==> src/pp_macros.svh <==
/*
 * Sizing constants for the ping-pong operand buffer controller.
 * Included by the package and by the address generators.
 */
`ifndef PP_MACROS_SVH
`define PP_MACROS_SVH

// Address width of every operand memory port
`define PP_ADDR_WIDTH 4

// Slices written per fill, west port B starts this far above port A
`define PP_FILL_DEPTH 4

// Number of input slices per operand word
`define PP_TOTAL_MODULES 4

// Inner-dimension blocks accumulated per output element
`define PP_INNER_BLOCKS 4

// Output columns produced from one drained bank
`define PP_COL_Y 2

// Width of the slice index, log2 of PP_TOTAL_MODULES
`define PP_IDX_WIDTH 2

`endif

==> src/pp_pkg.sv <==
/*
 * Shared types of the ping-pong controller. Bank port bundles,
 * the write and read views of the generators, and the status word.
 */
`include "pp_macros.svh"

package pp_pkg;

    // Memory address and slice index
    typedef logic [`PP_ADDR_WIDTH-1:0] addr_t;
    typedef logic [`PP_IDX_WIDTH-1:0]  slice_idx_t;

    // West bank, both ports write during fill and read during drain
    typedef struct packed {
        logic  we_a;
        logic  we_b;
        addr_t addr_a;
        addr_t addr_b;
    } w_bank_t;

    // North bank, port A only writes and port B only reads
    typedef struct packed {
        logic  we_a;
        addr_t addr_a;
        addr_t addr_b;
    } n_bank_t;

    // Registered write side from the fill generator
    typedef struct packed {
        logic       we;
        addr_t      addr_a;
        addr_t      addr_b;
        slice_idx_t slice_idx;
    } fill_view_t;

    // Registered read addresses from the drain generator
    typedef struct packed {
        addr_t w_addr_a;
        addr_t w_addr_b;
        addr_t n_addr_b;
    } drain_view_t;

    // Buffer state as seen from outside
    typedef struct packed {
        logic write_bank;
        logic draining;
        logic fill_blocked;
    } buf_status_t;

endpackage

==> src/ping_pong_ctrl.sv <==
/*
 * Ping-pong controller for the west and north operand memories of the
 * systolic array. One bank of each pair fills while the other drains.
 */
`timescale 1ns/100ps

module ping_pong_ctrl
    import pp_pkg::*;
(
    input  logic        clk,
    input  logic        rst_n,
    input  logic        in_valid,
    input  logic        systolic_finish,
    input  logic        acc_done,
    output w_bank_t     w_bank0,
    output w_bank_t     w_bank1,
    output n_bank_t     n_bank0,
    output n_bank_t     n_bank1,
    output slice_idx_t  slice_idx,
    output buf_status_t status
);

    localparam w_bank_t W_WE_MASK = '{we_a: 1'b1, we_b: 1'b1, default: '0};
    localparam n_bank_t N_WE_MASK = '{we_a: 1'b1, default: '0};

    fill_view_t  fill_view;
    drain_view_t drain_view;
    logic        fill_done;
    logic        fill_blocked;
    logic        drain_start;
    logic        draining;
    logic        drain_done;
    logic        write_bank;

    // Per-operand views built from the generator outputs
    w_bank_t w_wr_view;
    w_bank_t w_rd_view;
    n_bank_t n_wr_view;
    n_bank_t n_rd_view;

    // West writes both rows at once
    assign w_wr_view = '{we_a: fill_view.we, we_b: fill_view.we,
                         addr_a: fill_view.addr_a, addr_b: fill_view.addr_b};
    assign w_rd_view = '{we_a: 1'b0, we_b: 1'b0,
                         addr_a: drain_view.w_addr_a, addr_b: drain_view.w_addr_b};
    // North writes on A and reads on B, the idle port sits at 0
    assign n_wr_view = '{we_a: fill_view.we, addr_a: fill_view.addr_a, addr_b: '0};
    assign n_rd_view = '{we_a: 1'b0, addr_a: '0, addr_b: drain_view.n_addr_b};

    assign slice_idx = fill_view.slice_idx;
    assign status    = '{write_bank: write_bank, draining: draining,
                         fill_blocked: fill_blocked};

    pp_fill_gen fill_gen_inst (
        .clk          (clk),
        .rst_n        (rst_n),
        .in_valid     (in_valid),
        .fill_blocked (fill_blocked),
        .fill_view    (fill_view),
        .fill_done    (fill_done)
    );

    pp_drain_gen drain_gen_inst (
        .clk             (clk),
        .rst_n           (rst_n),
        .drain_start     (drain_start),
        .systolic_finish (systolic_finish),
        .acc_done        (acc_done),
        .drain_view      (drain_view),
        .draining        (draining),
        .drain_done      (drain_done)
    );

    pp_bank_sel bank_sel_inst (
        .clk          (clk),
        .rst_n        (rst_n),
        .fill_done    (fill_done),
        .drain_done   (drain_done),
        .draining     (draining),
        .write_bank   (write_bank),
        .drain_start  (drain_start),
        .fill_blocked (fill_blocked)
    );

    pp_bank_route #(.bank_t(w_bank_t), .WE_MASK(W_WE_MASK)) w_route_inst (
        .clk        (clk),
        .rst_n      (rst_n),
        .write_bank (write_bank),
        .wr_view    (w_wr_view),
        .rd_view    (w_rd_view),
        .bank0      (w_bank0),
        .bank1      (w_bank1)
    );

    pp_bank_route #(.bank_t(n_bank_t), .WE_MASK(N_WE_MASK)) n_route_inst (
        .clk        (clk),
        .rst_n      (rst_n),
        .write_bank (write_bank),
        .wr_view    (n_wr_view),
        .rd_view    (n_rd_view),
        .bank0      (n_bank0),
        .bank1      (n_bank1)
    );

endmodule

==> src/pp_bank_route.sv <==
/*
 * Registered router for one operand's two banks. The filling bank gets
 * the write view, the other one the read view.
 * Instantiated once per operand with that operand's bank type.
 */
`timescale 1ns/100ps

module pp_bank_route #(
    parameter type   bank_t  = logic [7:0],
    // Bits of bank_t that are write enables
    parameter bank_t WE_MASK = '0
) (
    input  logic  clk,
    input  logic  rst_n,
    input  logic  write_bank,
    input  bank_t wr_view,
    input  bank_t rd_view,
    output bank_t bank0,
    output bank_t bank1
);

    always_ff @(posedge clk) begin
        if (!rst_n) begin
            bank0 <= '0;
            bank1 <= '0;
        end else begin
            if (write_bank) begin
                // Bank 1 fills while bank 0 drains
                bank0 <= rd_view;
                bank1 <= wr_view;
            end else begin
                bank0 <= wr_view;
                bank1 <= rd_view;
            end
        end
    end

    // Only one bank per operand is written in any cycle
    property p_single_writer;
        @(posedge clk) disable iff (!rst_n)
        !((|(bank0 & WE_MASK)) && (|(bank1 & WE_MASK)));
    endproperty

    a_single_writer: assert property (p_single_writer)
        else $error("both banks have a write enable high");

endmodule

==> src/pp_bank_sel.sv <==
/*
 * Bank role tracker. Swaps the filling bank once a fill is complete
 * and no drain is running, and blocks further fills while it waits.
 */
`timescale 1ns/100ps

module pp_bank_sel (
    input  logic clk,
    input  logic rst_n,
    input  logic fill_done,
    input  logic drain_done,
    input  logic draining,
    output logic write_bank,
    output logic drain_start,
    output logic fill_blocked
);

    // A full bank is waiting for the other one to drain
    logic swap_pending;
    logic swap_now;

    // Swap right away when idle, else when the running drain ends
    assign swap_now = (fill_done && !draining) || (swap_pending && drain_done);

    // Drain of the just-filled bank starts on the same edge as the swap
    assign drain_start = swap_now;

    // Also blocks the cycle in which fill_done finds a drain running
    assign fill_blocked = swap_pending || (fill_done && draining);

    always_ff @(posedge clk) begin
        if (!rst_n) begin
            write_bank   <= 1'b0;
            swap_pending <= 1'b0;
        end else begin
            if (swap_now) begin
                write_bank   <= ~write_bank;
                swap_pending <= 1'b0;
            end else if (fill_done) begin
                swap_pending <= 1'b1;
            end
        end
    end

    // Bank being read must keep its role until its drain has finished
    property p_no_flip_while_draining;
        @(posedge clk) disable iff (!rst_n)
        !$stable(write_bank) |-> $past(!draining);
    endproperty

    a_no_flip_while_draining: assert property (p_no_flip_while_draining)
        else $error("write_bank flipped during a drain");

endmodule

==> src/pp_drain_gen.sv <==
/*
 * Read-side sequencer for the draining bank. systolic_finish steps the
 * inner block, a rising acc_done steps the output column. The drain
 * ends after PP_COL_Y columns with a drain_done pulse.
 */
`timescale 1ns/100ps
`include "pp_macros.svh"

module pp_drain_gen
    import pp_pkg::*;
(
    input  logic        clk,
    input  logic        rst_n,
    input  logic        drain_start,
    input  logic        systolic_finish,
    input  logic        acc_done,
    output drain_view_t drain_view,
    output logic        draining,
    output logic        drain_done
);

    localparam int K_W   = (`PP_INNER_BLOCKS > 1) ? $clog2(`PP_INNER_BLOCKS) : 1;
    localparam int COL_W = (`PP_COL_Y > 1) ? $clog2(`PP_COL_Y) : 1;

    // Inner block and output column counters
    logic [K_W-1:0]   k;
    logic [COL_W-1:0] col;

    // acc_done delayed by one cycle for the edge detect
    logic acc_done_d;
    logic acc_rise;

    assign acc_rise = acc_done && !acc_done_d;

    always_ff @(posedge clk) begin
        if (!rst_n) begin
            k          <= '0;
            col        <= '0;
            acc_done_d <= 1'b0;
            draining   <= 1'b0;
            drain_done <= 1'b0;
            drain_view <= '0;
        end else begin
            acc_done_d <= acc_done;
            drain_done <= 1'b0;

            if (drain_start) begin
                // New bank, restart from block 0 of column 0
                draining <= 1'b1;
                k        <= '0;
                col      <= '0;
            end else if (draining) begin
                if (systolic_finish) begin
                    // West rows 0 and 1 sit one block row apart
                    drain_view.w_addr_a <= addr_t'(k);
                    drain_view.w_addr_b <= addr_t'(`PP_INNER_BLOCKS) + addr_t'(k);
                    // North moves one block row per output column
                    drain_view.n_addr_b <= addr_t'(`PP_INNER_BLOCKS) * addr_t'(col)
                                           + addr_t'(k);

                    if (k == K_W'(`PP_INNER_BLOCKS - 1)) begin
                        k <= '0;
                    end else begin
                        k <= k + 1'b1;
                    end
                end

                // Only the edge counts, a held acc_done steps once
                if (acc_rise) begin
                    if (col == COL_W'(`PP_COL_Y - 1)) begin
                        col        <= '0;
                        draining   <= 1'b0;
                        drain_done <= 1'b1;
                    end else begin
                        col <= col + 1'b1;
                    end
                end
            end
        end
    end

    // Bank selector may only start a drain once the previous one has ended
    property p_no_restart;
        @(posedge clk) disable iff (!rst_n)
        drain_start |-> !draining;
    endproperty

    a_no_restart: assert property (p_no_restart)
        else $error("drain_start while a drain is running");

endmodule

==> src/pp_fill_gen.sv <==
/*
 * Write-side slice counter. Every accepted in_valid produces one
 * registered write of a slice and a fill_done pulse on the last one.
 */
`timescale 1ns/100ps
`include "pp_macros.svh"

module pp_fill_gen
    import pp_pkg::*;
(
    input  logic       clk,
    input  logic       rst_n,
    input  logic       in_valid,
    input  logic       fill_blocked,
    output fill_view_t fill_view,
    output logic       fill_done
);

    // Index of the slice that the next accepted pulse writes
    slice_idx_t count;
    logic       accept;
    logic       last_slice;

    // Pulses arriving while blocked are dropped and never queued
    assign accept     = in_valid && !fill_blocked;
    assign last_slice = (count == slice_idx_t'(`PP_FILL_DEPTH - 1));

    always_ff @(posedge clk) begin
        if (!rst_n) begin
            count     <= '0;
            fill_view <= '0;
            fill_done <= 1'b0;
        end else begin
            // Write enable is a single-cycle strobe per pulse
            fill_view.we <= accept;
            fill_done    <= 1'b0;

            if (accept) begin
                // Port A takes the row-0 slot
                fill_view.addr_a    <= addr_t'(count);
                // Port B takes the row-1 slot one fill depth higher
                fill_view.addr_b    <= addr_t'(`PP_FILL_DEPTH) + addr_t'(count);
                fill_view.slice_idx <= count;

                if (last_slice) begin
                    count     <= '0;
                    fill_done <= 1'b1;
                end else begin
                    count <= count + 1'b1;
                end
            end
        end
    end

    // The bank selector blocks only once the last slice is written,
    // so the only write seen under a block is that last slice
    property p_no_write_when_blocked;
        @(posedge clk) disable iff (!rst_n)
        fill_blocked |-> (!fill_view.we || fill_done);
    endproperty

    a_no_write_when_blocked: assert property (p_no_write_when_blocked)
        else $error("slice written while fill is blocked");

endmodule

==> config.mk <==
export PLATFORM = sky130hd
export DESIGN_NAME = ping_pong_ctrl
export DESIGN_NICKNAME = d
export VERILOG_FILES = /design/src/pp_pkg.sv /design/src/ping_pong_ctrl.sv /design/src/pp_bank_route.sv /design/src/pp_bank_sel.sv /design/src/pp_drain_gen.sv /design/src/pp_fill_gen.sv
export VERILOG_INCLUDE_DIRS = /design/src /design/src/src
export SDC_FILE = /design/constraint.sdc
export NUM_CORES = 1
export LEC_CHECK = 0
export BUFFER_PORTS_ARGS = -buffer_cell sky130_fd_sc_hd__buf_4
export CORE_ASPECT_RATIO = 2
export CORE_MARGIN = 2
export CORE_UTILIZATION = 44
export CTS_CLUSTER_DIAMETER = 150
export DETAILED_ROUTE_END_ITERATION = 8
export PLACE_DENSITY = 0.71
export SYNTH_ARGS = -nofsm -noshare
export SYNTH_HDL_FRONTEND = slang
export SYNTH_SLANG_ARGS = --single-unit
==> constraint.sdc <==
create_clock -name clk -period 1 [get_ports clk]
set_input_delay 0.05 -clock clk [delete_from_list [all_inputs] [get_ports clk]]
set_output_delay 0.05 -clock clk [all_outputs]
set_load 0.005 [all_outputs]
[After elaboration in Yosys (flattened, before gate mapping)]
Cells that the tools add are included.
W data, S select, Z words.
Word-level totals
  flip-flop bits (word level): 58
  output and inout bits: 43
  logic and storage cells: 67
Cells by class
  add/sub/neg operators: 6
  eq/ne operators: 2
  mux-type cells: 11
  bitwise gates (word level): 5
  reduce and logical (&&, ||, !) cells: 18
Operators by type and width (count)
  $mux W6: 2
  $add A3 B2 Y4 const A: 2
  $reduce_and A2 Y1: 4
  $mux W1: 7
  $logic_and A1 B1 Y1: 5
  $not A1 Y1: 5
  $add A2 B1 Y2 const B: 2
  $add A3 B2 Y4: 1
  $eq A2 B2 Y1 const B: 2
  $mux W2: 2
  $reduce_or A2 Y1: 2
  $reduce_or A4 Y1: 1
  $logic_not A1 Y1: 3
  $reduce_and A3 Y1: 1
  $logic_or A1 B1 Y1: 2
  $add A1 B1 Y1 const B: 1

[Longest topological paths before layout]
  depth in word-level cells: 5
  gate-level depth with buffers: 4
  mapped depth without buffers: 4

[By module]
From an unflattened synthesis, not the netlist that was laid out.
Second synthesis, totals
  cell total of the unflattened synthesis: 216
  area, all modules: 2382.3 um2
By module, submodules not included
  pp_bank_route (w_route_inst): times used 1, cells each 64, area an instance 755.7 um2, seq. area each 400.4 um2
  pp_bank_route (n_route_inst): times used 1, cells each 57, area an instance 688.2 um2, seq. area each 360.3 um2
  pp_drain_gen: times used 1, cells each 50, area an instance 485.5 um2, seq. area each 200.2 um2
  pp_fill_gen: times used 1, cells each 30, area an instance 325.3 um2, seq. area each 140.1 um2
  pp_bank_sel: times used 1, cells each 11, area an instance 101.3 um2, seq. area each 40.0 um2
  ping_pong_ctrl: times used 1, cells each 4, area an instance 26.3 um2, seq. area each 0.0 um2

[Worst setup path after synthesis]
OpenSTA, ideal clock, no wires.
  path kind: register to register
  from: register bank_sel_inst.write_bank
  to: register bank_sel_inst.write_bank
  setup time: 0.115 ns
  arrival: 0.883 ns
  path slack: 0.002 ns
  stages on the path, launching flop included: 5
  path buffers: 2
  clock period less this slack: 0.998 ns
  cell sequence: dfxtp_1 -> buf_2 -> buf_4 -> and3_1 -> o21a_1
Between the ends
  longest elaborated chain between the ends: 1
Ends and longest elaborated chain
  start: declaration: RTL line pp_bank_sel.sv:13  | output logic write_bank,
  start signal: assignment: RTL line pp_bank_sel.sv:37  | write_bank <= ~write_bank;
  $not A1 Y1: RTL line pp_bank_sel.sv:37
No other way between the ends.
A chain may end at the register's enable or synchronous reset.

==> flow_summary.yaml <==
status:
  status: "finished with violations"
  violations: "negative setup slack"
setup_path:
  rrSetupSlack_ns: -0.01
  cp-end-kind: "primary output"
  crit_arrival_ns: 0.98
  worst_setup_path_start_kind: "flip-flop"
  r2r_end: "fill_gen_inst.fill_view[3]"
  required_ns: 0.95
  critical_path_class: "reg2out"
  worst-r2r-cell-count: 4
  crit_fanout: 4
  r2r-start: "fill_gen_inst.fill_done"
cts:
  cts_buffers: 5
  cts_tree: "built"
  path_clk_slew_ns: 0.07
  clock_latency_ns: 0.28
  htreeDepth: 2
  cts_num_sinks: 37
  root_buffer: "clkbuf_8"
  cts.path.max_buffers: 2
timing:
  fin_skew_ns: 0.00300
  final-hold-violation-count: 0
  fin_crit_sh_pct: 103
  finalWorstSetupSlack_ns: -0.0267
  whs_ns: 0.0195
  setup_viol: 3
  maxSlewViolCount: 0
  min_period_ns: 1.03
  fmax_ghz: 0.974
  grt_setup_unrepaired: "yes"
floorplanning:
  die_h_um: 86.8
  die_w_um: 45.4
  pin_count: 48
  initial_core_util_pct: 45.1
  row_count: 30
  core_region_area_sq_um: 3340
  dieArea_sq_um: 3940
global_routing:
  track_usage_pct: 13.7
  antenna_found_initial: 0
  first_global_vias: 952
  gr-total-overflow: 0
  grt_max_degree: 30
  grt_pass1_wl_um: 3930
placed_design:
  io_buffers: 35
  post-place-ws_ns: -0.0636
  gp_congestion: 0.746
  hpwl_um: 1850
synthesis:
  synth.area.top_cells: "dfxtp_1 49%, buf_4 13%, mux2i_1 6.6%"
  yosysTopAreaCell: "dfxtp_1"
  ys_seq_area_share_pct: 49.2
  synth_compound_area_share_pct: 6.89
  synthesis.instances: 149
  synth_xor_area_share_pct: 0.581
  synthMuxAreaShare_pct: 6.64
  syn_area_per_cell_sq_um: 10.1
  synth_cell_types: 29
  synth_top_family_by_area: "simple AND/OR/NAND/NOR gates"
  yosys.area_share.simple_pct: 19.6
  yosys_warnings: 0
  syn_area_sq_um: 1510
  yosys.area.top_type_share_pct: 49.2
  yosys_register_bits: 37
  synth-adder-area-share_pct: 1.66
routing:
  drt_first_pass_iters: 2
  ant_nets: 0
  dr_wl_met2_um: 1440
  met1Wirelength_um: 841
  wl_per_cell_um: 11.6
  post_drt_via_cell_ratio: 4.85
  post-route-drc-count: 0
  drt-total-wl_um: 2470
  vias: 1033
  met3_length_um: 123
  initialDrtViolationCount: 13
  top_layer: "met4"
pwr:
  p_leak_nw: 0.836
  p_per_area_nw_per_um2: 1460
  vdd_ir_drop_max_uv: 891
final_layout:
  nets: 187
  drive_gt1_share_pct: 34.3
  insertedDiodeCount: 0
  fillers: 324
  areaGrowthSynthToFinish_pct: 19.6
hold_path:
  worstHoldStart: "in_valid"
  hold_path_class: "in2reg"
  hold_end: "fill_gen_inst.count[0]"
  hold_depth: 3
job:
  cap_violations: 0
[synth_stat cells (all sizes together)]
library cell  count
nand4b            1
xor2              1
nand3             3
clkbuf            2
and3              8
and2             10
ha                2
nand4             3
nand2b            1
buf              29
nand3b            1
nor3b             1
mux2i            10
dfxtp            37
a21boi            4
nand2             9
o21ai             5
nor2              7
nor2b             7
conb              1
o21a              3
a21oi             3
inv               1
[layout make-up]
| cell class | count | area (sq um) | area share (%) |
|---|---|---|---|
| Tap cell | 32 | 40.0 | 2.22 |
| Multi-Input combinational cell | 91 | 586 | 32.5 |
| Timing Repair Buffer | 44 | 340 | 18.9 |
| Inverter | 1 | 3.75 | 0.208 |
| Clock buffer | 6 | 72.6 | 4.03 |
| Clock inverter | 2 | 10.0 | 0.556 |
| Sequential cell | 37 | 749 | 41.6 |
[repair_timing]
item                       in CTS  in global routing
pin swaps                       1                  0
gates resized for setup         8                  5
hold buffers                    1                  0
setup endpoints to repair      15                 11
buffers inserted                2                  0
hold endpoints to repair        1                  0
[power breakdown]
group / total (W) / internal, W / switching (W)
combinational: 0.000147 / 0.0000765 / 0.0000709
sequential: 0.00152 / 0.00150 / 0.0000230
clock: 0.000964 / 0.000482 / 0.000482
total: 0.00263 / 0.00206 / 0.000576
[placed cells by master, fill, tap and decap left out, drive strengths merged, types with 2 or more instances in the layout]
| cell type | count |
|---|---|
| conb | 12 |
| dfxtp | 37 |
| clkinv | 2 |
| buf | 43 |
| a21oi | 3 |
| nor2b | 7 |
| ha | 2 |
| and2 | 10 |
| nor2 | 7 |
| nand2 | 9 |
| mux2i | 10 |
| clkbuf | 6 |
| nand3 | 3 |
| o21ai | 5 |
| nand4 | 3 |
| and3 | 8 |
| a21boi | 4 |
| o21a | 3 |
[kinds of logic after synthesis]
| logic type | count (synthesis) |
|---|---|
| muxes | 10 |
| other | 1 |
| AOI/OAI and AO/OA | 15 |
| xor gates and xnor gates | 1 |
| adders and majority gates | 2 |
| DFF | 37 |
| and+or+nand+nor | 51 |
| buffers and inverters | 32 |
[flip-flops by register name (all words and copies together), names as in the netlist]
register                    flops
drain_gen_inst.acc_done_d       1
drain_gen_inst.drain_view       4
w_route_inst.bank1              3
fill_gen_inst.fill_done         1
bank_sel_inst.swap_pending      1
drain_gen_inst.draining         1
fill_gen_inst.count             2
drain_gen_inst.drain_done       1
w_route_inst.bank0              3
fill_gen_inst.fill_view         4
n_route_inst.bank0              6
drain_gen_inst.k                2
drain_gen_inst.col              1
n_route_inst.bank1              6
bank_sel_inst.write_bank        1
[stage by stage]
| stage | area [sq um] | total power, W | TNS, ns | utilization, % | instances |
|---|---|---|---|---|---|
| floorplan | 1550 | 0.00168 | 0 | - | 160 |
| global placement | 1670 | 0.00169 | -0.0676 | 50.0 | 202 |
| detailed placement | 1670 | 0.00170 | -0.202 | 50.0 | 202 |
| CTS | 1800 | 0.00266 | -0.0353 | 53.8 | 213 |
| global route | 1800 | 0.00273 | -0.319 | 53.9 | 213 |
| finish | 1800 | 0.00263 | -0.0440 | 53.9 | 213 |
[critical path, cell delays in order (launching register included)]
cell	delay, ns
dfxtp_4	0.35
a21oi_4	0.19
inv_2	0.05
buf_6	0.11
[worst max path at each step]
stage	from	end	slack, ns	depth (start not counted)
5_1_grt	drain_gen_inst.draining	fill_gen_inst.fill_view[3]	-0.09	4
4_1_cts	fill_gen_inst.fill_done	status[0]	-0.04	3
2_1_floorplan	bank_sel_inst.write_bank	bank_sel_inst.write_bank	0.002	4
3_3_place_gp	drain_gen_inst.draining	drain_gen_inst.k[1]	-0.03	3
3_5_place_dp	drain_gen_inst.draining	drain_gen_inst.drain_view[1]	-0.06	3
6_report	fill_gen_inst.fill_done	status[0]	-0.03	3
[per-layer routing]
layer | up-vias | global-route usage (%)
met1 | 476 | 11.7
met3 | 6 | 3.54
met2 | 33 | 25.3
li1 | 518 | -
met5 | - | 0
met4 | 0 | 9.36
Power figures use the tool's default switching activity.
